## config.mk

```make
export PLATFORM = sky130hd
export DESIGN_NAME = battle_scene
export DESIGN_NICKNAME = d
export VERILOG_FILES = /design/src/hdl/battle_pkg.sv /design/src/hdl/battle_regs.sv /design/src/hdl/sprite_window.sv /design/src/hdl/hp_bar.sv /design/src/hdl/battle_scene.sv
export SDC_FILE = /design/constraint.sdc
export NUM_CORES = 1
export LEC_CHECK = 0
export BUFFER_PORTS_ARGS = -buffer_cell sky130_fd_sc_hd__buf_2
export CORE_ASPECT_RATIO = 0.7
export CORE_MARGIN = 10
export CORE_UTILIZATION = 55
export CTS_BUF_LIST = sky130_fd_sc_hd__clkbuf_16
export CTS_CLUSTER_DIAMETER = 50
export CTS_CLUSTER_SIZE = 16
export DETAILED_ROUTE_END_ITERATION = 7
export GPL_ROUTABILITY_DRIVEN = 0
export PLACE_DENSITY = 0.9
export SLEW_MARGIN = 20
export SYNTH_ARGS = -nofsm -noshare
export SYNTH_HDL_FRONTEND = slang
export SYNTH_HIERARCHICAL = 1
export SYNTH_SLANG_ARGS = --single-unit
export TNS_END_PERCENT = 50
```

## constraint.sdc

```tcl
create_clock -name clk -period 25.1 [get_ports clk]
set_input_delay 1.255 -clock clk [delete_from_list [all_inputs] [get_ports clk]]
set_output_delay 1.255 -clock clk [all_outputs]
set_load 0.01 [all_outputs]
```

## src/hdl/battle_pkg.sv

```systemverilog
// battle scene shared definitions
package battle_pkg;

   // screen and sprite types
   typedef logic [9:0] coord_t;
   // eight creatures on the sheet
   typedef logic [2:0] poke_id_t;
   typedef logic [6:0] hp_t;
   typedef logic [18:0] sprite_addr_t;
   // one colour channel
   typedef logic [7:0] color_t;

   // register word offsets
   typedef enum logic [3:0] {
      REG_MY_ID    = 4'h0,
      REG_ENEMY_ID = 4'h4,
      REG_MAX_HP   = 4'h8,
      REG_CUR_HP   = 4'hC
   } reg_addr_e;

   // sprite tile size, square
   localparam int SPRITE_W = 56;
   localparam int SPRITE_H = 56;
   // sheet is four tiles wide
   localparam int SHEET_W = 224;

   // team slot origins
   localparam coord_t MY_X = 10'd250;
   localparam coord_t MY_Y = 10'd290;
   localparam coord_t ENEMY_X = 10'd410;
   localparam coord_t ENEMY_Y = 10'd160;

   // health bar interior, border sits one pixel outside
   localparam coord_t HP_X = 10'd280;
   localparam coord_t HP_Y = 10'd270;
   localparam int HP_W = 50;
   localparam int HP_H = 5;

   // bar colours as {r, g, b}
   localparam logic [23:0] HP_GREEN  = 24'h41_ff_74;
   localparam logic [23:0] HP_YELLOW = 24'h41_cc_00;
   localparam logic [23:0] HP_RED    = 24'hff_33_00;
   localparam logic [23:0] HP_WHITE  = 24'hff_ff_ff;
   localparam logic [23:0] HP_BLACK  = 24'h00_00_00;

   // health after reset
   localparam hp_t RESET_MAX_HP = 7'd100;
   localparam hp_t RESET_CUR_HP = 7'd100;

   // axi4-lite bus widths
   localparam int AXI_ADDR_W = 4;
   localparam int AXI_DATA_W = 32;

endpackage

```

## src/hdl/battle_regs.sv

```systemverilog
// battle configuration registers
`timescale 1ns/1ns
module battle_regs (
   input  logic                                 clk,
   input  logic                                 arst_n,
   // write address and data
   input  logic [battle_pkg::AXI_ADDR_W-1:0]    awaddr,
   input  logic                                 awvalid,
   output logic                                 awready,
   input  logic [battle_pkg::AXI_DATA_W-1:0]    wdata,
   input  logic [3:0]                           wstrb,
   input  logic                                 wvalid,
   output logic                                 wready,
   // write response
   output logic [1:0]                           bresp,
   output logic                                 bvalid,
   input  logic                                 bready,
   // read address and data
   input  logic [battle_pkg::AXI_ADDR_W-1:0]    araddr,
   input  logic                                 arvalid,
   output logic                                 arready,
   output logic [battle_pkg::AXI_DATA_W-1:0]    rdata,
   output logic [1:0]                           rresp,
   output logic                                 rvalid,
   input  logic                                 rready,
   // configuration to the pixel path
   output battle_pkg::poke_id_t                 my_id,
   output battle_pkg::poke_id_t                 enemy_id,
   output battle_pkg::hp_t                      max_hp,
   output battle_pkg::hp_t                      cur_hp
);

   logic                              wr_ready_q;
   logic                              wr_fire;
   logic [battle_pkg::AXI_DATA_W-1:0] rd_word;

   // address and data are taken together
   assign awready = wr_ready_q;
   assign wready  = wr_ready_q;
   assign wr_fire = wr_ready_q & awvalid & wvalid;

   // always OKAY
   assign bresp = 2'b00;
   assign rresp = 2'b00;

   // one-cycle ready pulse, none while a response waits
   always_ff @(posedge clk or negedge arst_n) begin
      if (!arst_n) begin
         wr_ready_q <= 1'b0;
         bvalid     <= 1'b0;
      end else begin
         wr_ready_q <= awvalid & wvalid & ~bvalid & ~wr_ready_q;
         if (wr_fire) begin
            bvalid <= 1'b1;
         end else if (bvalid && bready) begin
            bvalid <= 1'b0;
         end
      end
   end

   // register file, low byte lane only
   always_ff @(posedge clk or negedge arst_n) begin
      if (!arst_n) begin
         my_id    <= '0;
         enemy_id <= '0;
         max_hp   <= battle_pkg::RESET_MAX_HP;
         cur_hp   <= battle_pkg::RESET_CUR_HP;
      end else if (wr_fire && wstrb[0]) begin
         case (battle_pkg::reg_addr_e'(awaddr))
            battle_pkg::REG_MY_ID:    my_id    <= battle_pkg::poke_id_t'(wdata);
            battle_pkg::REG_ENEMY_ID: enemy_id <= battle_pkg::poke_id_t'(wdata);
            battle_pkg::REG_MAX_HP:   max_hp   <= battle_pkg::hp_t'(wdata);
            battle_pkg::REG_CUR_HP:   cur_hp   <= battle_pkg::hp_t'(wdata);
            // unmapped offset, write dropped
            default: ;
         endcase
      end
   end

   // read mux, zero-extended
   always_comb begin
      rd_word = '0;
      case (battle_pkg::reg_addr_e'(araddr))
         battle_pkg::REG_MY_ID:    rd_word[$bits(my_id)-1:0]    = my_id;
         battle_pkg::REG_ENEMY_ID: rd_word[$bits(enemy_id)-1:0] = enemy_id;
         battle_pkg::REG_MAX_HP:   rd_word[$bits(max_hp)-1:0]   = max_hp;
         battle_pkg::REG_CUR_HP:   rd_word[$bits(cur_hp)-1:0]   = cur_hp;
         default: ;
      endcase
   end

   // read channel
   // arready drops while data waits for rready
   always_ff @(posedge clk or negedge arst_n) begin
      if (!arst_n) begin
         arready <= 1'b0;
         rvalid  <= 1'b0;
         rdata   <= '0;
      end else if (arready && arvalid) begin
         arready <= 1'b0;
         rvalid  <= 1'b1;
         rdata   <= rd_word;
      end else if (rvalid) begin
         if (rready) begin
            rvalid  <= 1'b0;
            arready <= 1'b1;
         end
      end else begin
         arready <= 1'b1;
      end
   end

endmodule

```

## src/hdl/sprite_window.sv

```systemverilog
// creature sprite window
`timescale 1ns/1ns
module sprite_window #(
   parameter battle_pkg::coord_t ORIGIN_X = 10'd0,
   parameter battle_pkg::coord_t ORIGIN_Y = 10'd0,
   // 0 back-facing column group, 1 front-facing
   parameter int COL_BASE = 0
) (
   input  logic                     clk,
   input  logic                     arst_n,
   input  battle_pkg::coord_t       draw_x,
   input  battle_pkg::coord_t       draw_y,
   input  battle_pkg::poke_id_t     poke_id,
   output battle_pkg::sprite_addr_t sprite_addr,
   output logic                     hit
);

   battle_pkg::coord_t       dx;
   battle_pkg::coord_t       dy;
   logic                     in_win;
   logic [1:0]               tile_row;
   logic [1:0]               tile_col;
   battle_pkg::sprite_addr_t addr_next;

   // offsets wrap below the origin, so the lower bound is checked on its own
   assign dx = draw_x - ORIGIN_X;
   assign dy = draw_y - ORIGIN_Y;
   assign in_win = (draw_x >= ORIGIN_X) && (dx < battle_pkg::SPRITE_W) &&
                   (draw_y >= ORIGIN_Y) && (dy < battle_pkg::SPRITE_H);

   // two creatures per tile row
   assign tile_row = poke_id[2:1];
   // odd ids skip two columns
   assign tile_col = 2'(COL_BASE) + {poke_id[0], 1'b0};

   // column offset plus full sheet rows
   assign addr_next = battle_pkg::sprite_addr_t'(
      tile_col * battle_pkg::SPRITE_W + dx +
      battle_pkg::SHEET_W * (tile_row * battle_pkg::SPRITE_H + dy));

   always_ff @(posedge clk or negedge arst_n) begin
      if (!arst_n) begin
         sprite_addr <= '0;
         hit         <= 1'b0;
      end else begin
         sprite_addr <= in_win ? addr_next : '0;
         hit         <= in_win;
      end
   end

endmodule

```

## src/hdl/hp_bar.sv

```systemverilog
// player health bar
`timescale 1ns/1ns
module hp_bar (
   input  logic                 clk,
   input  logic                 arst_n,
   input  battle_pkg::coord_t   draw_x,
   input  battle_pkg::coord_t   draw_y,
   input  battle_pkg::hp_t      max_hp,
   input  battle_pkg::hp_t      cur_hp,
   output battle_pkg::color_t   hp_r,
   output battle_pkg::color_t   hp_g,
   output battle_pkg::color_t   hp_b,
   output logic                 is_hpbar
);

   logic [12:0] fill_prod;
   logic [12:0] fill_quot;
   logic [5:0]  fill_w;
   logic        in_outer;
   logic        in_inner;
   logic        in_fill;
   logic [23:0] fill_rgb;
   logic [23:0] pix_rgb;

   // HP_W * cur / max, 127 * 50 fits 13 bits
   assign fill_prod = 13'(cur_hp) * 13'(battle_pkg::HP_W);
   // zero max gives an empty bar
   assign fill_quot = (max_hp == '0) ? '0 : fill_prod / 13'(max_hp);
   // cur above max would overrun the interior
   assign fill_w = (fill_quot > battle_pkg::HP_W) ? 6'(battle_pkg::HP_W) : fill_quot[5:0];

   // interior box
   assign in_inner = (draw_x >= battle_pkg::HP_X) &&
                     (draw_x < battle_pkg::HP_X + battle_pkg::HP_W) &&
                     (draw_y >= battle_pkg::HP_Y) &&
                     (draw_y < battle_pkg::HP_Y + battle_pkg::HP_H);
   // interior plus the one-pixel ring
   assign in_outer = (draw_x >= battle_pkg::HP_X - 1) &&
                     (draw_x <= battle_pkg::HP_X + battle_pkg::HP_W) &&
                     (draw_y >= battle_pkg::HP_Y - 1) &&
                     (draw_y <= battle_pkg::HP_Y + battle_pkg::HP_H);

   // filled columns start at the left edge
   assign in_fill = in_inner && (draw_x < battle_pkg::HP_X + fill_w);

   // above one half green, above one fifth yellow
   always_comb begin
      if ((fill_w * 2) > battle_pkg::HP_W) begin
         fill_rgb = battle_pkg::HP_GREEN;
      end else if ((fill_w * 5) > battle_pkg::HP_W) begin
         fill_rgb = battle_pkg::HP_YELLOW;
      end else begin
         fill_rgb = battle_pkg::HP_RED;
      end
   end

   // ring black, fill coloured, rest white
   always_comb begin
      if (in_outer && !in_inner) begin
         pix_rgb = battle_pkg::HP_BLACK;
      end else if (in_fill) begin
         pix_rgb = fill_rgb;
      end else begin
         pix_rgb = battle_pkg::HP_WHITE;
      end
   end

   always_ff @(posedge clk or negedge arst_n) begin
      if (!arst_n) begin
         {hp_r, hp_g, hp_b} <= battle_pkg::HP_WHITE;
         is_hpbar           <= 1'b0;
      end else begin
         {hp_r, hp_g, hp_b} <= pix_rgb;
         is_hpbar           <= in_outer;
      end
   end

endmodule

```

## src/hdl/battle_scene.sv

```systemverilog
// battle scene pixel top
`timescale 1ns/1ns
module battle_scene (
   input  logic                                 clk,
   input  logic                                 arst_n,
   // scan position
   input  battle_pkg::coord_t                   draw_x,
   input  battle_pkg::coord_t                   draw_y,
   // axi4-lite slave
   input  logic [battle_pkg::AXI_ADDR_W-1:0]    awaddr,
   input  logic                                 awvalid,
   output logic                                 awready,
   input  logic [battle_pkg::AXI_DATA_W-1:0]    wdata,
   input  logic [3:0]                           wstrb,
   input  logic                                 wvalid,
   output logic                                 wready,
   output logic [1:0]                           bresp,
   output logic                                 bvalid,
   input  logic                                 bready,
   input  logic [battle_pkg::AXI_ADDR_W-1:0]    araddr,
   input  logic                                 arvalid,
   output logic                                 arready,
   output logic [battle_pkg::AXI_DATA_W-1:0]    rdata,
   output logic [1:0]                           rresp,
   output logic                                 rvalid,
   input  logic                                 rready,
   // pixel outputs, one cycle after draw_x and draw_y
   output battle_pkg::sprite_addr_t             my_sprite_addr,
   output logic                                 is_myteam,
   output battle_pkg::sprite_addr_t             enemy_sprite_addr,
   output logic                                 is_enemyteam,
   output battle_pkg::color_t                   hp_r,
   output battle_pkg::color_t                   hp_g,
   output battle_pkg::color_t                   hp_b,
   output logic                                 is_hpbar
);

   battle_pkg::poke_id_t my_id;
   battle_pkg::poke_id_t enemy_id;
   battle_pkg::hp_t      max_hp;
   battle_pkg::hp_t      cur_hp;

   battle_regs u_battle_regs (
      .clk      (clk),      .arst_n   (arst_n),
      .awaddr   (awaddr),   .awvalid  (awvalid),  .awready  (awready),
      .wdata    (wdata),    .wstrb    (wstrb),    .wvalid   (wvalid),
      .wready   (wready),   .bresp    (bresp),    .bvalid   (bvalid),
      .bready   (bready),   .araddr   (araddr),   .arvalid  (arvalid),
      .arready  (arready),  .rdata    (rdata),    .rresp    (rresp),
      .rvalid   (rvalid),   .rready   (rready),
      .my_id    (my_id),    .enemy_id (enemy_id),
      .max_hp   (max_hp),   .cur_hp   (cur_hp)
   );

   // back-facing sprites in the even columns
   sprite_window #(
      .ORIGIN_X (battle_pkg::MY_X),
      .ORIGIN_Y (battle_pkg::MY_Y),
      .COL_BASE (0)
   ) u_my_window (
      .clk         (clk),
      .arst_n      (arst_n),
      .draw_x      (draw_x),
      .draw_y      (draw_y),
      .poke_id     (my_id),
      .sprite_addr (my_sprite_addr),
      .hit         (is_myteam)
   );

   // front-facing sprites one column to the right
   sprite_window #(
      .ORIGIN_X (battle_pkg::ENEMY_X),
      .ORIGIN_Y (battle_pkg::ENEMY_Y),
      .COL_BASE (1)
   ) u_enemy_window (
      .clk         (clk),
      .arst_n      (arst_n),
      .draw_x      (draw_x),
      .draw_y      (draw_y),
      .poke_id     (enemy_id),
      .sprite_addr (enemy_sprite_addr),
      .hit         (is_enemyteam)
   );

   hp_bar u_hp_bar (
      .clk      (clk),
      .arst_n   (arst_n),
      .draw_x   (draw_x),
      .draw_y   (draw_y),
      .max_hp   (max_hp),
      .cur_hp   (cur_hp),
      .hp_r     (hp_r),
      .hp_g     (hp_g),
      .hp_b     (hp_b),
      .is_hpbar (is_hpbar)
   );

endmodule

```

==> Yosys cells after proc, flatten, opt, wreduce, memory -nomap -nowiden <==
Index checks and enable logic that the tools add are counted.
{ "classes": {"eq_ne": 7, "reduce_logical": 26, "div": 1, "n_mux": 18, "multipliers": 8, "bitwise_logic": 7, "n_addsub": 12, "order_cmp": 20, "n_shift": 0} }
{ "op_table": {"columns": ["cell", "count"], "rows": [
  ["2-to-1 mux 24 bit", 4],
  ["multiplier 3 x 32 -> 14 bit, first input constant", 2],
  [">= comparator 10 x 9 -> 1 bit, second input constant", 6],
  ["adder 8 x 10 -> 11 bit", 4],
  ["less-than comparator 10 x 6 -> 1 bit, second input constant", 4],
  ["adder 19 bit", 2],
  ["2-to-1 mux 19 bit", 2],
  [">= comparator 10 x 8 -> 1 bit, second input constant", 2],
  ["less-or-equal comparator 10 x 9 -> 1 bit, second input constant", 2],
  ["less-than comparator 10 x 9 -> 1 bit, second input constant", 2],
  ["subtractor 10 x 8 -> 10 bit, second input constant", 2],
  ["subtractor 10 x 9 -> 10 bit, second input constant", 2],
  ["logical AND 1 bit", 17],
  ["equality test 4 bit, second input constant", 4],
  ["multiplier 2 x 3 -> 5 bit, second input constant", 3],
  ["divider 13 x 7 -> 13 bit", 1],
  ["greater-than comparator 13 x 6 -> 1 bit, second input constant", 1],
  ["2-to-1 mux 13 bit", 1],
  ["multiplier 7 x 5 -> 12 bit, second input constant", 1],
  ["case mux 3 bit (4 select lines)", 1],
  ["adder 9 x 6 -> 10 bit, first input constant", 1],
  ["less-than comparator 10 bit", 1],
  ["greater-than comparator 9 x 6 -> 1 bit, second input constant", 1],
  ["multiplier 6 x 3 -> 9 bit, second input constant", 1],
  ["15 further kinds", 32]
]} }
{ "totals": {"inputBits": 71, "ramBits": 0, "reg_bits": 96, "n_memories": 0, "rom_bits": 0, "latchBits": 0} }

==> Depth between registers and ports, before layout <==
Gate-level depths: netlist (run 1).
{ "depth": {"ltp_word": 11, "mapped_depth": 139} }

==> By module <==
Netlist (run 1), hierarchy kept.
{ "modules_own_cells": {"columns": ["mod", "instances", "cells_each", "area_each_um2"], "rows": [
  ["hp_bar", 1, 751, 5744.3],
  ["sprite_window (u_my_window)", 1, 293, 2691.3],
  ["sprite_window (u_enemy_window)", 1, 289, 2630.0],
  ["battle_regs", 1, 123, 1575.3]
]} }

==> Least setup slack after synthesis (run 1) <==
No wires, ideal clock.
{ "synth_timing": {"path_kind": "flip-flop to flip-flop", "startpoint": "reg u_battle_regs.cur_hp[2]", "endpoint": "reg u_hp_bar.hp_r[5]", "arrival_ns": 25.740, "path_stages_with_launch": 134, "required_ns": 25.001, "path_buffers": 7, "period_less_slack_ns": 25.839, "setup_slack_ns": -0.739, "setup_time_ns": 0.099, "path_cell_list": "dfstp_2 ha_1 ha_1 fa_1 ha_1 and3_1 a22oi_1 mux2i_1 a21bo_2 ha_1 nor2_1 nor4_4 a21oi_1 ha_1 o21ai_0 a211oi_4 mux2_4 a21oi_2 [... 98 more ...] nand2b_1 a21oi_1 nor2b_1 o21ai_0 nand2b_1 a211o_1 nor4_1 o21a_1 nor2_1 ha_1 ha_1 fa_1 xor2_1 nand2_1 or4_1 a21o_1 nand3_1 a31oi_1"} }
{ "synth_via": {"elab_chain_len": 11, "word_cells_on_any_way": 15} }
{ "synth_lines": {"columns": ["element", "line_no", "rtl"], "rows": [
  ["from (decl)", "battle_regs.sv:30", "output battle_pkg::hp_t cur_hp"],
  ["from (signal assigned)", "battle_regs.sv:67", "cur_hp <= battle_pkg::RESET_CUR_HP;"],
  ["from (signal assigned)", "battle_regs.sv:73", "battle_pkg::REG_CUR_HP: cur_hp <= battle_pkg::hp_t'(wdata);"],
  ["multiplier 7 x 5 -> 12 bit *", "hp_bar.sv:26", "assign fill_prod = 13'(cur_hp) * 13'(battle_pkg::HP_W);"],
  ["divider 13 x 7 -> 13 bit *", "hp_bar.sv:28", "assign fill_quot = (max_hp == '0) ? '0 : fill_prod / 13'(max_hp);"],
  ["2-to-1 mux 13 bit *", "hp_bar.sv:28", null],
  ["greater-than comparator 13 x 6 -> 1 bit", "hp_bar.sv:30", "assign fill_w = (fill_quot > battle_pkg::HP_W) ? 6'(battle_pkg::HP_W) : fill_quot[5:0];"],
  ["2-to-1 mux 6 bit *", "hp_bar.sv:30", null],
  ["multiplier 6 x 3 -> 9 bit", "hp_bar.sv:50", "end else if ((fill_w * 5) > battle_pkg::HP_W) begin"],
  ["greater-than comparator 9 x 6 -> 1 bit", "hp_bar.sv:50", null],
  ["2-to-1 mux 24 bit", "hp_bar.sv:50", null],
  ["2-to-1 mux 24 bit", "hp_bar.sv:48", "if ((fill_w * 2) > battle_pkg::HP_W) begin"],
  ["2-to-1 mux 24 bit *", "hp_bar.sv:61", "end else if (in_fill) begin"],
  ["2-to-1 mux 24 bit *", "hp_bar.sv:59", "if (in_outer && !in_inner) begin"],
  ["to (signal assigned)", "hp_bar.sv:70", "{hp_r, hp_g, hp_b} <= battle_pkg::HP_WHITE;"],
  ["to (signal assigned)", "hp_bar.sv:73", "{hp_r, hp_g, hp_b} <= pix_rgb;"],
  ["to (decl)", "hp_bar.sv:10", "output battle_pkg::color_t hp_r,"]
]} }
Mark *: on every way between the ends. The rest lies on a longest branch, timed or not.
A chain may end at the register's enable or synchronous reset.

==> Worst setup path after layout (run 1) <==
Ends and elaborated chain as after synthesis.

==> reports/results.tsv, run 1 <==
metric	value	unit
syn_area	12640	µm²
met2_length	19.42	mm
whs_endpoint	u_battle_regs/awready	
die_area	29540	µm²
nNetsFinal	2001	
route.detailed.drc	0	
period_share	100.2	%
synthArstFlopShare	100.0	%
port_buffers	119	
vias	13080	
yosys_register_bits	78	
grt_pass1_wl	59.11	mm
cap_violations	0	
drt_pass1_iterations	6	
slew_violations	0	
ios	177	
period_minus_slack	25.14	ns
cts_buffers	9	
critPathKind	reg2reg	
placedInstanceArea	14180	µm²
worst_pin_slew	1.218	ns
root_buffer	clkbuf_16	
grt_max_degree	79	
drtIter0Drc	1625	
critPathTopFamily	compound AO/OA/AOI/OAI gates	
netlist_instances	1456	
critical_path_buf_inv_count	10	
r2r_end	u_hp_bar/hp_r[5]	
multi_input_area	10290	µm²
syn_to_final_growth	21.23	%
avgSynthCellArea	8.682	µm²
antenna_found_initial	3	
insertion_delay	0.36	ns
end_kind	flip-flop	
wl_met3	4.736	mm
cpPeakStageDelay	0.64	ns
via_per_inst	6.411	
regArea	1968	µm²
rows	46	
drive_above_1_share	30.76	%
fillCellCount	1630	
die_h	146.8	µm
fin_skew	0.02286	ns
fin_util	67.75	%
startpoint_type	flip-flop	
synth_warnings	6	
overflow	0	
cts_tree	built	
hold_violations	0	
hp-start	u_battle_regs/bvalid	
synth_edf_count	0	
final_cells	2040	
outcome	finished with violations	
worstRegToRegCells	130	
clockBufferDepth	2	
top_layer	met4	
crit_path_top_delay_cell	dfstp_2	
synth_top_area_share	18.31	%
dpl.hpwl	28.90	mm
ys_seq_area_share	15.56	%
ys.flop_type	dfrtp_1	
setup_violations	3	
fmax	0.03977	GHz
yosys-top-cells-area	ha_1 (18%), dfrtp_1 (13%), xnor2_1 (4.1%), fa_1 (3.8%), inv_1 (3.4%)	
crit_path_max_fanout	7	
core	22620	µm²
m1WireLength	16.02	mm
violations	setup timing	
stdcell_area	15320	µm²
clk_pin_slew	0.08	ns
wl_per_cell	20.59	µm
grt_pass1_vias	11940	
arrival	25.40	ns
htree_levels	3	
die_w	201.2	µm
clock_sinks	78	
grtUsageTotal	23.57	%
yosys.area.top_type	ha_1	
hold_class	reg2reg	
layout_common_cells	buf_4 (174), ha_1 (168), buf_2 (118)	
initial_core_util	55.89	%
synth_cell_type_count	118	
min_path_cells	1	
ff2ff_setup_slack	-0.04	ns
wl	42.01	mm
hold_ws	0.4686	ns
worst_slack	-0.04369	ns
dpl.cell_count	1964	
worstPathRequired	25.35	ns
slew-limit-headroom	18.05	%
ctsHoldBuffers	0	
ant_nets	0	
layout_commonest_cell	buf_4	
r2r_start	u_battle_regs/cur_hp[2]	
critPathMostFrequentCell	o21a_1	
==> layout make-up <==
type | instances | share of cell area (%)
flip-flops and latches | 78 | 12.84
clock inverters | 7 | 0.2858
inverters | 117 | 2.866
diodes | 2 | 0.03266
repair buffers | 298 | 12.82
well taps | 312 | 2.547
multi-input cells | 1217 | 67.14
clock buffers | 9 | 1.470
==> cell families (layout without fill, tap and decap cells) <==
kind of cell / Yosys count / count (layout) / synth area share (%)
and+or+nand+nor: 425 / 425 / 18.69
AOI/OAI and AO/OA: 388 / 388 / 22.90
adders and majority gates: 209 / 209 / 22.11
buffers and inverters: 189 / 431 / 7.324
xor gates and xnor gates: 107 / 107 / 7.948
DFF: 78 / 78 / 15.56
muxes: 59 / 59 / 5.434
other: 1 / 31 / 0.02967
==> Yosys cell counts (all sizes together), types with 5 or more instances <==
| cell type | count |
|---|---|
| nor2 | 100 |
| o31ai | 25 |
| inv | 117 |
| or2 | 11 |
| a31oi | 13 |
| o211ai | 20 |
| a21boi | 10 |
| o22ai | 7 |
| and2 | 7 |
| o21bai | 8 |
| nand2b | 18 |
| clkbuf | 12 |
| a311oi | 5 |
| o311ai | 5 |
| a21o | 32 |
| nor4 | 12 |
| a41oi | 5 |
| fa | 24 |
| nor2b | 24 |
| and3 | 16 |
| o211a | 6 |
| nand2 | 91 |
| or3 | 16 |
| dfrtp | 66 |
| a211oi | 14 |
| or4 | 9 |
| dfstp | 12 |
| nor4b | 6 |
| nand3 | 24 |
| buf | 60 |
| nand3b | 10 |
| o31a | 7 |
| mux2 | 38 |
| nand4 | 8 |
| a22oi | 5 |
| o21a | 46 |
| xor2 | 44 |
| mux2i | 18 |
| nor3 | 51 |
| xnor2 | 62 |
| nor3b | 7 |
| o21ai | 62 |
| ha | 185 |
| a21oi | 76 |
==> how the worst max path moves through the flow <==
stage / cells past startpoint / from / end / slack [ns]
floorplan: 133 / u_battle_regs/cur_hp[2] / u_hp_bar/hp_r[5] / 0.001
CTS: 129 / u_battle_regs/cur_hp[2] / u_hp_bar/hp_r[5] / 0.009
finish: 130 / u_battle_regs/cur_hp[2] / u_hp_bar/hp_r[5] / -0.04
detailed placement: 127 / u_battle_regs/cur_hp[2] / u_hp_bar/hp_r[5] / -0.68
global placement: 128 / u_battle_regs/cur_hp[2] / u_hp_bar/hp_r[5] / -0.06
global route: 131 / u_battle_regs/cur_hp[2] / u_hp_bar/hp_r[5] / -0.89
==> state kept, by name, indices dropped and copies added (netlist names) <==
name,count
u_battle_regs/arready,1
u_battle_regs/awready,1
u_battle_regs/bvalid,1
u_battle_regs/cur_hp,7
u_battle_regs/enemy_id,3
u_battle_regs/max_hp,7
u_battle_regs/my_id,3
u_battle_regs/rdata,7
u_battle_regs/rvalid,1
u_enemy_window/hit,1
u_enemy_window/sprite_addr,19
u_hp_bar/hp_b,2
u_hp_bar/hp_g,2
u_hp_bar/hp_r,2
u_hp_bar/is_hpbar,1
u_my_window/hit,1
u_my_window/sprite_addr,19
==> per-layer routing <==
metal	GRT usage (%)	up-vias
li1	-	5794
met1	29.83	6147
met2	39.08	925
met3	6.085	213
met4	6.257	0
met5	0	-
==> stage by stage <==
step	setup slack (ns)	setup TNS [ns]
global route	-0.8852	-2.635
CTS	0.009376	0
global placement	-0.05732	-0.1299
floorplan	0.001345	0
finish	-0.04369	-0.09973
detailed placement	-0.6780	-2.011
==> repair_timing <==
| action | in CTS | in global routing |
|---|---|---|
| cloned | 1 | 0 |
| gates resized for setup | 17 | 80 |
| setup endpoints to repair | 3 | 5 |
| buffers inserted | 12 | 45 |
| pin swaps | 9 | 75 |
| endpoints found under the hold margin | 0 | 0 |
Power of run 1 is not shown: default switching activity piles up to over one toggle a cycle in this logic, so the estimate is an artifact.
==> run 2, diff against run 1 <==
- CORE_MARGIN: 10 -> 8
==> run 2 against run 1 <==
  * The flow still finishes with violations (setup timing)
  * Register-to-register slack worse by 0.17 ns
  * Non-clock buffer count is 2 lower
  * Highest routed layer is now met5
  * Critical path type unchanged
  * Critical path depth down 1
==> reports/results.tsv, run 2 (same netlist as run 1, synthesis figures left out) <==
metric	value	unit	change
outcome	finished with violations		
violations	setup timing		
r2r_start	u_battle_regs/cur_hp[2]		
overflow	0		unchanged
ctsHoldBuffers	0		unchanged
crit_path_top_delay_cell	dfstp_2		
fillCellCount	1505		-7.7%
wl	43.00	mm	+2.4%
worst_pin_slew	1.017	ns	-0.2013 ns
die_w	197.2	µm	-2.0%
htree_levels	3		unchanged
dpl.hpwl	28.70	mm	-0.69%
initial_core_util	55.89	%	unchanged
hold_class	reg2reg		
insertion_delay	0.37	ns	about the same
hold_ws	0.4790	ns	+0.01041 ns
arrival	25.58	ns	+0.18 ns
fin_util	68.64	%	+0.89 points
hp-start	u_battle_regs/bvalid		
period_share	100.9	%	+0.69 points
fin_skew	0.01875	ns	-0.004106 ns
grtUsageTotal	25.69	%	+2.1 points
die_area	28170	µm²	-4.7%
via_per_inst	6.515		+1.6%
setup_violations	3		unchanged
clock_sinks	78		unchanged
ant_nets	0		unchanged
ios	177		unchanged
finalSetupTns	-0.6201	ns	-0.5203 ns
critPathMostFrequentCell	o21a_1		
critPathKind	reg2reg		
core	22620	µm²	unchanged
critPathTopFamily	compound AO/OA/AOI/OAI gates		
cts_tree	built		
crit_start	u_battle_regs/cur_hp[2]		
crit_path_max_fanout	7		unchanged
clockBufferDepth	2		unchanged
clk_pin_slew	0.07	ns	about the same
placedInstanceArea	14110	µm²	-0.53%
layout_common_cells	buf_4 (171), ha_1 (165), buf_2 (119)		
die_h	142.8	µm	-2.7%
stdcell_area	15530	µm²	+1.3%
grt_max_degree	61		-23%
end_kind	flip-flop		
syn_to_final_growth	22.82	%	
startpoint_type	flip-flop		
cpPeakStageDelay	0.62	ns	-0.02 ns
antenna_found_initial	2		-1
worst_slack	-0.2160	ns	-0.1723 ns
rsz0062_at_grt	true		
port_buffers	119		unchanged
cap_violations	0		unchanged
layout_commonest_cell	buf_4		
hold_violations	0		unchanged
cts_buffers	9		unchanged
route.detailed.drc	0		unchanged
drive_above_1_share	31.79	%	+1.0 points
drtIter0Drc	1382		-15%
reg_top3	u_enemy_window/sprite_addr: 19 flops, u_my_window/sprite_addr: 19 flops		
critical_path_buf_inv_count	8		-2
vias	13290		+1.6%
drt_pass1_iterations	8		+2
slew-limit-headroom	31.60	%	+14 points
period_minus_slack	25.32	ns	+0.1723 ns
nNetsFinal	1999		-0.10%
slew_violations	0		unchanged
fmax	0.03950	GHz	-0.68%
grt_pass1_vias	12550		+5.1%
worstPathRequired	25.36	ns	about the same
wl_per_cell	21.09	µm	+2.4%
grt_pass1_wl	59.93	mm	+1.4%
root_buffer	clkbuf_16		
rows	46		unchanged
run 2: worst paths after layout:
kind                                            endpoint  slack, ns  cells past startpoint
max                                     u_hp_bar/hp_r[5]      -0.22                    129
min                                u_battle_regs/awready       0.48                      1
max reg2reg                             u_hp_bar/hp_r[5]      -0.22                    129
min reg2reg                        u_battle_regs/awready       0.48                      1
max in group asynchronous        u_battle_regs/cur_hp[4]      23.22                      2
min in group asynchronous  u_enemy_window/sprite_addr[4]       0.73                      1
run 2: worst register-to-register path: cells and delay by family, from the launching register on:
kind            cells  cell delay (ns)
mux                 5             1.28
flops               1             0.62
compound gates     59            11.02
simple gates       37             5.48
fa+ha+maj          20             5.57
buf+inv             8             1.20
run 2: metal layers:
| metal | track usage (%) | part of all wire [%] |
|---|---|---|
| met2 | 41.68 | 45 |
| met1 | 31.92 | 38 |
| met5 | 0 | 0.030 |
| met3 | 6.936 | 12 |
| met4 | 10.66 | 6.0 |
run 2: timing repair:
action | 4_1_cts | 5_1_grt
setup buffers | 27 | 39
resized for setup | 24 | 106
pin swaps | 10 | 91
cloned | 1 | 0
setup endpoints to repair | 3 | 5
run 2: through the flow:
step           worst slack, ns  cells
2_1_floorplan         0.001345   1484
3_3_place_gp          -0.03676   1954
3_5_place_dp           -0.9507   1954
4_1_cts                0.03354   1998
5_1_grt                -0.9579   2037
6_report               -0.2160   2039
run 2: layout make-up:
type | count | area, µm² | share of cell area, %
Timing Repair Buffer | 296 | 1947 | 12.54
Clock buffer | 9 | 225.2 | 1.451
Clock inverter | 7 | 87.58 | 0.5641
Sequential cell | 78 | 1968 | 12.68
Inverter | 117 | 439.2 | 2.829
Tap cell | 312 | 390.4 | 2.514
Multi-Input combinational cell | 1217 | 10460 | 67.38
Antenna cell | 3 | 7.507 | 0.04835
Power of run 2 is left out for the same reason.
